[src/uartPkg.sv]
package uartPkg;

	//////////////////////////////
	// widths with a meaning
	//////////////////////////////

	typedef logic [7:0] dataByte;		// one character, line or cpu side
	typedef logic [3:0] fifoPtr;		// read / write index, 16 entries
	typedef logic [4:0] fifoCount;		// fill level 0..16
	typedef logic [3:0] tickCount;		// oversampling count within a bit
	typedef logic [2:0] bitIndex;		// data bit position in the frame
	typedef logic [7:0] statusWord;		// value on the stat port

	//////////////////////////////
	// frame shape
	//////////////////////////////

	localparam int SAMPLE_TICKS = 16;	// 16x oversampling
	localparam int DATA_BITS = 8;		// 8N1, no parity

	// same four phases on both sides of the line
	typedef enum logic [1:0] {
		idle  = 2'b00,
		start = 2'b01,
		data  = 2'b10,
		stop  = 2'b11
	} uartState;

	//////////////////////////////
	// status bit positions
	//////////////////////////////

	localparam int ST_TX_FULL = 0;
	localparam int ST_TX_EMPTY = 1;
	localparam int ST_TX_BUSY = 2;
	localparam int ST_RX_VALID = 3;
	localparam int ST_RX_OVERRUN = 4;
	localparam int ST_TX_OVERFLOW = 5;	// bits 6, 7 read zero

endpackage

[src/baudTickGen.sv]
module baudTickGen #(
	parameter int clksPerTick = 4		// system clocks per 16x tick, 2 or more
) (
	input  logic clk,
	input  logic reset,
	output logic sTick
);

	// wide enough to hold clksPerTick-1
	localparam int cntW = (clksPerTick > 2) ? $clog2(clksPerTick) : 1;
	localparam logic [cntW-1:0] reloadVal = cntW'(clksPerTick - 1);

	logic [cntW-1:0] cnt;	// cycles left to next tick

	// down-counter, tick leaves a flop so it cannot glitch
	always_ff @(posedge clk or posedge reset)
	begin
		if (reset)
		begin
			cnt <= reloadVal;
			sTick <= 1'b0;
		end
		else if (cnt == '0)
		begin
			cnt <= reloadVal;	// wrap
			sTick <= 1'b1;
		end
		else
		begin
			cnt <= cnt - 1'b1;
			sTick <= 1'b0;
		end
	end

	// both fsms count one bit step per tick, a double tick would shorten the bit
	tickSingle: assert property (@(posedge clk) disable iff (reset)
		sTick |=> !sTick);

endmodule

[src/txFifo.sv]
module txFifo (
	input  logic             clk,
	input  logic             reset,
	input  logic             wrStrobe,	// one-cycle cpu write
	input  uartPkg::dataByte wrData,
	input  logic             txPop,		// read pulse from transmitter
	output uartPkg::dataByte fifoData,	// head entry
	output logic             fifoEmpty,
	output logic             fifoFull,
	output logic             txOverflow	// sticky, write hit a full fifo
);

	localparam int depth = 2 ** $bits(uartPkg::fifoPtr);	// 16
	localparam uartPkg::fifoCount fullLevel = uartPkg::fifoCount'(depth);

	uartPkg::dataByte mem [depth];		// circular buffer
	uartPkg::fifoPtr wrPtr;
	uartPkg::fifoPtr rdPtr;
	uartPkg::fifoCount count;

	logic doWrite;	// write accepted this cycle

	// strobe cannot be refused, so a full fifo just drops it
	assign doWrite = wrStrobe && !fifoFull;

	assign fifoFull = (count == fullLevel);
	assign fifoEmpty = (count == '0);
	assign fifoData = mem[rdPtr];		// head, unqualified

	//////////////////////////////
	// storage
	//////////////////////////////

	always_ff @(posedge clk)
	begin
		if (doWrite)
			mem[wrPtr] <= wrData;
	end

	//////////////////////////////
	// pointers, level, flag
	//////////////////////////////

	always_ff @(posedge clk or posedge reset)
	begin
		if (reset)
		begin
			wrPtr <= '0;
			rdPtr <= '0;
			count <= '0;
			txOverflow <= 1'b0;
		end
		else
		begin
			if (doWrite)
				wrPtr <= wrPtr + 1'b1;	// wraps at 16
			if (txPop)
				rdPtr <= rdPtr + 1'b1;
			case ({doWrite, txPop})
				2'b10:   count <= count + 1'b1;
				2'b01:   count <= count - 1'b1;
				default: count <= count;	// none, or write and pop together
			endcase
			if (wrStrobe && fifoFull)
				txOverflow <= 1'b1;		// held until reset
		end
	end

	// empty test lives in the transmitter, a pop here means it got it wrong
	popNotEmpty: assert property (@(posedge clk) disable iff (reset)
		txPop |-> !fifoEmpty);

	levelInRange: assert property (@(posedge clk) disable iff (reset)
		count <= fullLevel);

endmodule

[src/uartTrans.sv]
module uartTrans (
	input  logic             clk,
	input  logic             reset,
	input  logic             sTick,		// 16x tick
	input  logic             fifoEmpty,
	input  uartPkg::dataByte fifoData,	// head of tx fifo
	output logic             txPop,		// fifo read, one cycle at frame start
	output logic             tx,		// serial out, idle high
	output logic             txBusy
);

	localparam uartPkg::tickCount lastTick = uartPkg::tickCount'(uartPkg::SAMPLE_TICKS - 1);
	localparam uartPkg::bitIndex lastBit = uartPkg::bitIndex'(uartPkg::DATA_BITS - 1);

	uartPkg::uartState stateReg, stateNext;
	uartPkg::tickCount sReg, sNext;		// ticks within current bit
	uartPkg::bitIndex nReg, nNext;		// data bits sent
	uartPkg::dataByte bReg, bNext;		// shift register, lsb goes out
	logic txReg, txNext;				// line level, registered

	//////////////////////////////
	// state registers
	//////////////////////////////

	always_ff @(posedge clk or posedge reset)
	begin
		if (reset)
		begin
			stateReg <= uartPkg::idle;
			sReg <= '0;
			nReg <= '0;
			txReg <= 1'b1;		// mark
		end
		else
		begin
			stateReg <= stateNext;
			sReg <= sNext;
			nReg <= nNext;
			txReg <= txNext;
		end
	end

	// payload only, loaded at start and shifted in data
	always_ff @(posedge clk)
	begin
		bReg <= bNext;
	end

	//////////////////////////////
	// next state
	//////////////////////////////

	always_comb
	begin
		stateNext = stateReg;
		sNext = sReg;
		nNext = nReg;
		bNext = bReg;
		txNext = txReg;
		txPop = 1'b0;

		case (stateReg)
			uartPkg::idle:
			begin
				txNext = 1'b1;
				if (!fifoEmpty)
				begin
					txPop = 1'b1;			// fifo advances on this pulse
					bNext = fifoData;		// latch head before it moves
					txNext = 1'b0;			// start bit next cycle
					sNext = '0;
					stateNext = uartPkg::start;
				end
			end
			uartPkg::start:
			begin
				if (sTick)
				begin
					if (sReg == lastTick)
					begin
						sNext = '0;
						nNext = '0;
						txNext = bReg[0];	// first data bit
						stateNext = uartPkg::data;
					end
					else
						sNext = sReg + 1'b1;
				end
			end
			uartPkg::data:
			begin
				if (sTick)
				begin
					if (sReg == lastTick)
					begin
						sNext = '0;
						bNext = bReg >> 1;
						if (nReg == lastBit)
						begin
							txNext = 1'b1;	// stop bit
							stateNext = uartPkg::stop;
						end
						else
						begin
							nNext = nReg + 1'b1;
							txNext = bReg[1];	// next bit after shift
						end
					end
					else
						sNext = sReg + 1'b1;
				end
			end
			default:	// stop
			begin
				if (sTick)
				begin
					if (sReg == lastTick)
						stateNext = uartPkg::idle;	// last stop tick, ready for next
					else
						sNext = sReg + 1'b1;
				end
			end
		endcase
	end

	assign tx = txReg;
	assign txBusy = (stateReg != uartPkg::idle);

	popOnlyIdle: assert property (@(posedge clk) disable iff (reset)
		txPop |-> (stateReg == uartPkg::idle));

	// line must be at mark outside start and data
	markOutsideFrame: assert property (@(posedge clk) disable iff (reset)
		(stateReg == uartPkg::idle || stateReg == uartPkg::stop) |-> tx);

endmodule

[src/uartRecv.sv]
module uartRecv (
	input  logic             clk,
	input  logic             reset,
	input  logic             sTick,		// 16x tick
	input  logic             rx,		// async serial in
	input  logic             rdStrobe,	// cpu read, clears valid
	output uartPkg::dataByte rxData,	// holding register
	output logic             rxValid,
	output logic             rxOverrun	// sticky
);

	localparam uartPkg::tickCount lastTick = uartPkg::tickCount'(uartPkg::SAMPLE_TICKS - 1);
	localparam uartPkg::tickCount midTick = uartPkg::tickCount'(uartPkg::SAMPLE_TICKS / 2 - 1);
	localparam uartPkg::bitIndex lastBit = uartPkg::bitIndex'(uartPkg::DATA_BITS - 1);

	logic rxMeta, rxSync;				// two-flop synchronizer

	uartPkg::uartState stateReg, stateNext;
	uartPkg::tickCount sReg, sNext;
	uartPkg::bitIndex nReg, nNext;
	uartPkg::dataByte bReg, bNext;		// shift in, lsb first
	uartPkg::dataByte rxHold;
	logic commit;						// byte complete, middle of stop bit

	//////////////////////////////
	// sync and state registers
	//////////////////////////////

	always_ff @(posedge clk or posedge reset)
	begin
		if (reset)
		begin
			rxMeta <= 1'b1;		// line idles high
			rxSync <= 1'b1;
			stateReg <= uartPkg::idle;
			sReg <= '0;
			nReg <= '0;
			rxValid <= 1'b0;
			rxOverrun <= 1'b0;
		end
		else
		begin
			rxMeta <= rx;
			rxSync <= rxMeta;
			stateReg <= stateNext;
			sReg <= sNext;
			nReg <= nNext;
			if (commit)
			begin
				rxValid <= 1'b1;	// new byte wins over a read in the same cycle
				if (rxValid && !rdStrobe)
					rxOverrun <= 1'b1;	// old byte never read
			end
			else if (rdStrobe)
				rxValid <= 1'b0;
		end
	end

	always_ff @(posedge clk)
	begin
		bReg <= bNext;
		if (commit)
			rxHold <= bReg;		// stale byte simply overwritten
	end

	//////////////////////////////
	// next state
	//////////////////////////////

	always_comb
	begin
		stateNext = stateReg;
		sNext = sReg;
		nNext = nReg;
		bNext = bReg;
		commit = 1'b0;

		case (stateReg)
			uartPkg::idle:
			begin
				if (!rxSync)		// falling edge, maybe a start bit
				begin
					sNext = '0;
					stateNext = uartPkg::start;
				end
			end
			uartPkg::start:
			begin
				if (sTick)
				begin
					if (sReg == midTick)
					begin
						sNext = '0;
						nNext = '0;
						// still low at mid-bit, else a glitch
						stateNext = rxSync ? uartPkg::idle : uartPkg::data;
					end
					else
						sNext = sReg + 1'b1;
				end
			end
			uartPkg::data:
			begin
				if (sTick)
				begin
					if (sReg == lastTick)
					begin
						sNext = '0;
						bNext = {rxSync, bReg[7:1]};	// sample mid-bit
						if (nReg == lastBit)
							stateNext = uartPkg::stop;
						else
							nNext = nReg + 1'b1;
					end
					else
						sNext = sReg + 1'b1;
				end
			end
			default:	// stop
			begin
				if (sTick)
				begin
					if (sReg == lastTick)
					begin
						commit = 1'b1;				// middle of stop bit
						stateNext = uartPkg::idle;	// rest of stop bit is mark
					end
					else
						sNext = sReg + 1'b1;
				end
			end
		endcase
	end

	assign rxData = rxHold;

	// valid only rises on the commit from stop
	validFromStop: assert property (@(posedge clk) disable iff (reset)
		(rxValid && !$past(rxValid)) |-> ($past(stateReg) == uartPkg::stop));

endmodule

[src/uartPeriph.sv]
module uartPeriph #(
	parameter int clksPerTick = 4		// clocks per 16x tick
) (
	input  logic               clk,
	input  logic               reset,
	input  logic               wrStrobe,	// cpu wr opcode
	input  uartPkg::dataByte   wrData,
	input  logic               rdStrobe,	// cpu rd opcode
	output uartPkg::dataByte   rdData,
	output uartPkg::statusWord status,		// cpu stat opcode
	output logic               tx,
	input  logic               rx
);

	logic sTick;
	logic txPop;
	logic fifoEmpty;
	logic fifoFull;
	logic txOverflow;
	logic txBusy;
	logic rxValid;
	logic rxOverrun;
	uartPkg::dataByte fifoData;

	//////////////////////////////
	// blocks
	//////////////////////////////

	baudTickGen #(
		.clksPerTick(clksPerTick)
	) tickGen (
		.clk  (clk),
		.reset(reset),
		.sTick(sTick)
	);

	txFifo fifo (
		.clk       (clk),
		.reset     (reset),
		.wrStrobe  (wrStrobe),
		.wrData    (wrData),
		.txPop     (txPop),
		.fifoData  (fifoData),
		.fifoEmpty (fifoEmpty),
		.fifoFull  (fifoFull),
		.txOverflow(txOverflow)
	);

	uartTrans trans (
		.clk      (clk),
		.reset    (reset),
		.sTick    (sTick),
		.fifoEmpty(fifoEmpty),
		.fifoData (fifoData),
		.txPop    (txPop),
		.tx       (tx),
		.txBusy   (txBusy)
	);

	uartRecv recv (
		.clk      (clk),
		.reset    (reset),
		.sTick    (sTick),		// same tick as transmitter
		.rx       (rx),
		.rdStrobe (rdStrobe),
		.rxData   (rdData),		// holding register straight out
		.rxValid  (rxValid),
		.rxOverrun(rxOverrun)
	);

	// status word, unused bits stay zero
	always_comb
	begin
		status = '0;
		status[uartPkg::ST_TX_FULL] = fifoFull;
		status[uartPkg::ST_TX_EMPTY] = fifoEmpty;
		status[uartPkg::ST_TX_BUSY] = txBusy;
		status[uartPkg::ST_RX_VALID] = rxValid;
		status[uartPkg::ST_RX_OVERRUN] = rxOverrun;
		status[uartPkg::ST_TX_OVERFLOW] = txOverflow;
	end

endmodule

[config.mk]
export PLATFORM = sky130hd
export DESIGN_NAME = uartPeriph
export DESIGN_NICKNAME = d
export VERILOG_FILES = /design/src/uartPkg.sv /design/src/baudTickGen.sv /design/src/txFifo.sv /design/src/uartTrans.sv /design/src/uartRecv.sv /design/src/uartPeriph.sv
export SDC_FILE = /design/constraint.sdc
export NUM_CORES = 1
export LEC_CHECK = 0
export ABC_AREA = 1
export ABC_CLOCK_PERIOD_IN_PS = 2600
export BUFFER_PORTS_ARGS = -buffer_cell sky130_fd_sc_hd__buf_2
export CORE_ASPECT_RATIO = 2
export CORE_MARGIN = 1
export CORE_UTILIZATION = 50
export DETAILED_ROUTE_END_ITERATION = 12
export HOLD_SLACK_MARGIN = 0.15
export MAX_ROUTING_LAYER = met4
export PLACE_DENSITY_LB_ADDON = 0.3
export RECOVER_POWER = 25
export SLEW_MARGIN = 40
export SYNTH_ARGS = -nofsm -noshare
export SYNTH_HDL_FRONTEND = slang
export SYNTH_SLANG_ARGS = --single-unit
[constraint.sdc]
create_clock -name clk -period 2.6 [get_ports clk]
set_input_delay 0.52 -clock clk [delete_from_list [all_inputs] [get_ports clk]]
set_output_delay 0.52 -clock clk [all_outputs]
set_load 0.03 [all_outputs]
==> results of run 1 <==
-- final cells by class --
type / count / area, um^2 / area share [%]
clock inverters: 12 / 135 / 1.44
multi-input cells: 501 / 2450 / 26.2
repair buffers: 49 / 303 / 3.23
clock buffers: 20 / 437 / 4.66
flip-flops and latches: 192 / 5570 / 59.4
inverters: 58 / 218 / 2.32
well taps: 207 / 259 / 2.76
-- metrics by stage --
step | utilization, % | cells | hold slack [ns] | instance area (um^2) | worst slack (ns)
floorplan | - | 787 | 0.345 | 8470 | 0.403
global placement | 52.7 | 1007 | 0.353 | 8790 | 0.241
detailed placement | 52.8 | 1007 | 0.350 | 8800 | 0.184
CTS | 56.2 | 1039 | 0.170 | 9370 | 0.149
global route | 56.2 | 1039 | 0.170 | 9380 | 0.0665
finish | 56.2 | 1039 | 0.184 | 9380 | 0.259
-- sequential cells by signal (all words and copies together) (netlist names), 4 cells and up --
register	cells
recv.sReg	4
fifo.mem	128
trans.sReg	4
fifo.rdPtr	4
trans.bReg	8
recv.bReg	8
fifo.wrPtr	4
recv.rxData	8
fifo.count	5
-- how the worst max path moves through the flow --
stage,from,endpoint,slack (ns),cells past startpoint
floorplan,fifo.count[0],fifo.count[4],0.40,16
global placement,fifo.count[0],fifo.count[4],0.24,15
detailed placement,fifo.count[0],fifo.count[4],0.18,15
CTS,fifo.count[0],fifo.count[4],0.15,15
global route,fifo.count[0],fifo.count[4],0.07,15
finish,fifo.count[0],fifo.count[4],0.26,15
-- kinds of logic after synthesis --
group                      Yosys count
and+or+nand+nor                    421
DFF                                192
buffers and inverters               94
AOI/OAI and AO/OA                   48
adders and majority gates           20
xor gates and xnor gates            10
other                                1
-- synthesized netlist by cell type, types with 3 or more instances --
cell,n
buf_6,7
dfrtp_1,35
clkbuf_1,4
buf_2,7
inv_1,51
a21oi_1,8
nor3_1,14
xor2_1,9
nand3_2,3
nand2_1,257
dfstp_2,5
inv_2,5
nor2_1,22
edfxtp_1,152
ha_1,20
nor2_2,5
buf_4,17
o21ai_1,8
nand3_1,109
o21ai_0,24
-- worst reg2reg max path, stage by stage (launching register included) --
cell and delay, ns:
dfrtp_1 0.42, nor2_1 0.21, nand2_1 0.09, nor2_2 0.15, inv_2 0.06, nand2_4 0.19, ha_4 0.21, xor2_1 0.22
ha_1 0.18, inv_1 0.03, nand2_1 0.09, nand3_1 0.09, nand2_1 0.08, xor2_1 0.15, nand2_1 0.07, nand2_1 0.05
-- timing repair --
item                       CTS  global route
buffers inserted             0             0
setup endpoints to repair    0             1
hold buffers                 0             0
gates resized for setup      0             2
-- layer usage --
layer | wire, um | share of wire (%) | vias to the layer above
li1 | - | - | 2701
met1 | 6330 | 36 | 2680
met2 | 10200 | 57 | 121
met3 | 554 | 3.1 | 44
met4 | 699 | 3.9 | 0
met5 | 0 | 0 | -
-- cells in the final DEF, fill, tap and decap left out, drive strengths merged --
master | netlist | layout
nand2 | 259 | 259
o21bai | 1 | 1
dfstp | 5 | 5
nor2 | 29 | 29
a21boi | 1 | 1
inv | 56 | 58
nor3 | 14 | 14
nand3 | 112 | 112
o31ai | 1 | 1
bufinv | 0 | 2
or2 | 3 | 3
xor2 | 9 | 9
ha | 20 | 20
xnor2 | 1 | 1
a21oi | 8 | 8
edfxtp | 152 | 152
clkinvlp | 0 | 6
nor3b | 2 | 2
clkbuf | 4 | 28
a21o | 1 | 1
nand4 | 1 | 1
o21ai | 34 | 34
conb | 1 | 2
buf | 32 | 41
o21a | 1 | 1
dfrtp | 35 | 35
clkinv | 2 | 4
nand3b | 1 | 1
a22oi | 1 | 1
-- power groups by stage --
| stage | clock [mW] | sequential (mW) | combinational, mW |
|---|---|---|---|
| finish | 2.54 | 3.80 | 1.00 |
| global route | 2.68 | 3.83 | 1.13 |
| CTS | 2.57 | 3.80 | 1.02 |
| detailed placement | 0 | 3.86 | 1.01 |
| global placement | 0 | 3.85 | 0.957 |
| floorplan | 0 | 3.81 | 0.756 |
==> impl_metrics.toml, run 1 <==
[final_layout]
fillers = 1380
layout.nets = 852
syn_to_final_growth_pct = 10.7
antenna_cells = 0
drive_gt1_share_pct = 12.1

[worst_setup_path]
crit_buf_inv = 2
crit_top_cell = "nand2_1"
reg2reg_depth = 15
cp_data_arrival_time_ns = 2.71
r2r-end = "fifo.count[4]"
crit_family = "simple AND/OR/NAND/NOR gates"
path_class = "flop to flop"
path_cells = "nor2_1, nand2_1, nor2_2, inv_2, nand2_4, ha_4, xor2_1, ha_1, inv_1, nand2_1, nand3_1, nand2_1, xor2_1, nand2_1, nand2_1"
crit_fanout = 17
reg2reg_setup_slack_ns = 0.26
rr_startpoint = "fifo.count[0]"
critPathMaxStageDelay_ns = 0.42
cp.required_ns = 2.97
critPathCaptureType = "flop"
critPathSlowestCell = "dfrtp_1"
crit_path_start_kind = "flop"

[global_routing]
grt_overflow = 0
grt_max_degree = 67
grt.total_usage_pct = 22.5
gr-usage-met2_pct = 42.0
grt_pass1_wl_um = 27800
grt_antenna_before_repair = 0
grt_use_met1_pct = 21.4
first_global_vias = 5484
grtUsageMet3_pct = 3.72
grt.busiest_layer = "met2"

[synth]
muxShareOfSynthArea_pct = 0
synth-seq-cells = 192
postSynthAreaPerCell_um2 = 10.8
yosys.area.top_type = "edfxtp_1"
async_flop_share_pct = 20.8
synthAdderAreaFrac_pct = 2.95
syn_area_mm2 = 0.00847
ys_top_cells_by_area = "edfxtp_1, nand2_1, dfrtp_1, nand3_1, ha_1"
yosys.area_share.xor_xnor_pct = 1.03
synth_top_area_share_pct = 53.9
synth.distinct_cells = 38
synth_compound_area_share_pct = 3.10
synthSimpleGateAreaFrac_pct = 21.4
ys_seq_area_share_pct = 65.8
ys.flop_type = "edfxtp_1"
syn_inst = 786
synth_top_family_by_area = "simple AND/OR/NAND/NOR gates"
synth-edff-count = 152
ys.warnings.count = 0

[timing]
worst_slew_pin_slew_ns = 0.849
period_needed_ns = 2.34
period_share_pct = 90.0
max_slew_margin_pct = 43.4
rsz0062_at_grt = "no"
fin_skew_ns = 0.00801
finalMaxSlewViolations = 0
setup_violations = 0
hold_viol = 0
max_freq_mhz = 427
setup_tns_ns = 0

[run_status]
status = "finished clean"

[pwr]
ir_drop_mv = 0.618
p_int_mw = 5.36
power.switching_mw = 1.98
p_sw_share_pct = 27.0
p_total_mw = 7.34
seqPwrFrac_pct = 51.8
p_leak_nw = 3.79
p_comb_share_pct = 13.7
pwr-share-clk_pct = 34.6
power_density_mw_per_mm2 = 783

[hold_path]
hold_path.startpoint = "rx"
hold_path_class = "input pin to flop"
hold_end = "recv.rxMeta"
holdPathStages = 1

[cts]
cts-root-buf = "clkbuf_16"
numCtsBuffers = 17
clk_latency_ns = 0.43
ctsHtreeMaxLevel = 4
cts.path.max_buffers = 2
clock-sinks = 192
path_clk_slew_ns = 0.07
cts_tree = "yes"

[route]
drt-wirelength-per-cell_um = 17.1
drc_errors = 0
vias = 5546
first_pass_iters = 4
ant_nets = 0
drtIter0Drc = 320
postRouteWirelength_um = 17800
vias_per_cell = 5.34

[placed_design]
io_buffer_count = 27
detailed_place_hpwl_um = 12400
gp_congestion = 0.944

[run]
cap_violations = 0

[floorplanning]
die_x_um = 94.0
io_pins = 30
die_h_um = 186
rows = 67
die_area_mm2 = 0.0175
start_util_pct = 50.8
core_region_area_mm2 = 0.0167
No activity file was read; power rests on OpenSTA's default activity.
==> run 2: changes to the inputs <==
--- a/config.mk
+++ b/config.mk
@@ -8,7 +8,7 @@
 export ABC_AREA = 1
 export ABC_CLOCK_PERIOD_IN_PS = 2600
 export BUFFER_PORTS_ARGS = -buffer_cell sky130_fd_sc_hd__buf_2
-export CORE_ASPECT_RATIO = 2
+export CORE_ASPECT_RATIO = 1.75
 export CORE_MARGIN = 1
 export CORE_UTILIZATION = 50
 export DETAILED_ROUTE_END_ITERATION = 12
==> impl_metrics.toml, run 2 (synthesis gave the netlist of run 1 again) <==
[pwr]
seqPwrFrac_pct = 49.9
ir_drop_mv = 0.517
p_int_mw = 5.38
p_leak_nw = 3.84
p_comb_share_pct = 13.7
p_sw_share_pct = 29.4
power_density_mw_per_mm2 = 803
power.switching_mw = 2.24
pwr-share-clk_pct = 36.4
p_total_mw = 7.62

[final_layout]
largest_reg_flops = 128
layout.cells.most_common_list = "nand2_1, edfxtp_1, nand3_1, inv_1, dfrtp_1"
layout.nets = 851
fillers = 1362
postLayoutCoreUtil_pct = 57.5
antenna_cells = 0
multi_input_area_mm2 = 0.00248
top_register = "fifo.mem"
final_common_cell = "nand2_1"
syn_to_final_growth_pct = 12.1
regArea_mm2 = 0.00557
stdcell_area_mm2 = 0.00950
drive_gt1_share_pct = 13.0

[worst_setup_path]
reg2reg_depth = 15
cp.required_ns = 2.97
crit_fanout = 17
reg2reg_setup_slack_ns = 0.23
crit_path_start_kind = "flop"
critPathCaptureType = "flop"
cp_data_arrival_time_ns = 2.74
r2r-end = "fifo.count[4]"
rr_startpoint = "fifo.count[1]"
path_class = "flop to flop"

[timing]
setup_ws_ns = 0.227
period_needed_ns = 2.37
setup_violations = 0
rsz0062_at_grt = "no"
fin_skew_ns = 0.0150
period_share_pct = 91.3
hold_viol = 0
max_freq_mhz = 421
worst_slew_pin_slew_ns = 0.938
finalMaxSlewViolations = 0
setup_tns_ns = 0
max_slew_margin_pct = 37.5

[floorplanning]
rows = 62
die_area_mm2 = 0.0175
die_h_um = 174
core_region_area_mm2 = 0.0165
start_util_pct = 51.3
io_pins = 30
die_x_um = 100

[global_routing]
grt_pass1_wl_um = 28700
grt_antenna_before_repair = 0
grt_overflow = 0
first_global_vias = 5819
grt.total_usage_pct = 22.4
grt_max_degree = 50

[hold_path]
hold_path.startpoint = "rx"
hold_end = "recv.rxMeta"
hold_path_class = "input pin to flop"
holdPathStages = 1

[cts]
cts-root-buf = "clkbuf_16"
numCtsBuffers = 17
path_clk_slew_ns = 0.08
ctsHtreeMaxLevel = 4
clock-sinks = 192
clk_latency_ns = 0.44
cts.path.max_buffers = 2
cts_tree = "yes"
post-cts-setup-buffer-count = 0

[route]
vias_per_cell = 5.32
wl_met1_um = 6720
drt-wirelength-per-cell_um = 16.9
ant_nets = 0
vias = 5617
routed-wl-met3_um = 649
drc_errors = 0
first_pass_iters = 5
dr.max_layer_used = "met4"
drtIter0Drc = 326
postRouteWirelength_um = 17800
dr_wl_met2_um = 9960

[placed_design]
placed_area_mm2 = 0.00884
gp_congestion = 0.852
detailed_place_hpwl_um = 12100
io_buffer_count = 27
pre_cts_slack_ns = 0.0911

[run_status]
status = "finished clean"

[run]
cap_violations = 0
==> run 2: changes by cell type in the layout (fill, tap and decap cells not counted), sizes merged <==
cell	before	now
clkinvlp	6	0
bufinv	2	1
clkbuf	28	25
buf	41	39
dlygate4sd3	0	1
inv	58	67
clkinv	4	5
==> run 2: metal layers <==
| layer | vias up | global-route usage, % |
|---|---|---|
| li1 | 2699 | - |
| met1 | 2724 | 24.3 |
| met2 | 158 | 39.9 |
| met3 | 36 | 3.78 |
| met4 | 0 | 9.36 |
| met5 | - | - |
==> run 2: critical path, cell delays in order, from the launching register on <==
cell and delay [ns]:
dfrtp_1 0.46, nor2_2 0.16, nand2_1 0.08, nor2_2 0.14, inv_2 0.08, nand2_8 0.14
ha_2 0.28, xor2_2 0.21, ha_1 0.19, inv_1 0.04, nand2_1 0.09, nand3_1 0.08
nand2_1 0.09, xor2_1 0.14, nand2_1 0.07, nand2_1 0.05
==> run 2: per-stage QoR <==
stage	std cells	hold WS, ns
6_report	1055	0.181
5_1_grt	1055	0.171
4_1_cts	1055	0.164
3_5_place_dp	1022	0.354
3_3_place_gp	1022	0.347
2_1_floorplan	787	0.345
==> run 2: area by class of cell <==
class                      count  share of cell area, %
sequential                   192                   58.7
clock inverter                15                   2.27
clock buffer                  17                   4.48
multi-input combinational    501                   26.1
inverter                      58                   2.29
tap                          224                   2.95
timing repair buffer          48                   3.27
==> run 2: worst max path at each step <==
stage | start | to | slack, ns
4_1_cts | fifo.count[0] | fifo.count[4] | 0.07
3_3_place_gp | fifo.count[0] | fifo.count[4] | 0.29
3_5_place_dp | fifo.count[0] | fifo.count[4] | 0.09
2_1_floorplan | fifo.count[0] | fifo.count[4] | 0.40
6_report | fifo.count[1] | fifo.count[4] | 0.23
5_1_grt | fifo.count[1] | fifo.count[4] | 0.02
==> run 2: power groups by stage <==
stage	Clock [mW]	Combinational [mW]	Sequential, mW
after floorplan	0	0.756	3.81
after global placement	0	0.937	3.84
after detailed placement	0	1.02	3.86
after CTS	2.82	1.04	3.80
after global routing	2.94	1.15	3.84
final	2.77	1.04	3.81
==> run 2: repair_timing <==
action	CTS	global route
hold buffers	1	0
endpoints found under the hold margin	18	0
endpoints found under the setup margin	0	2
resized for setup	0	4
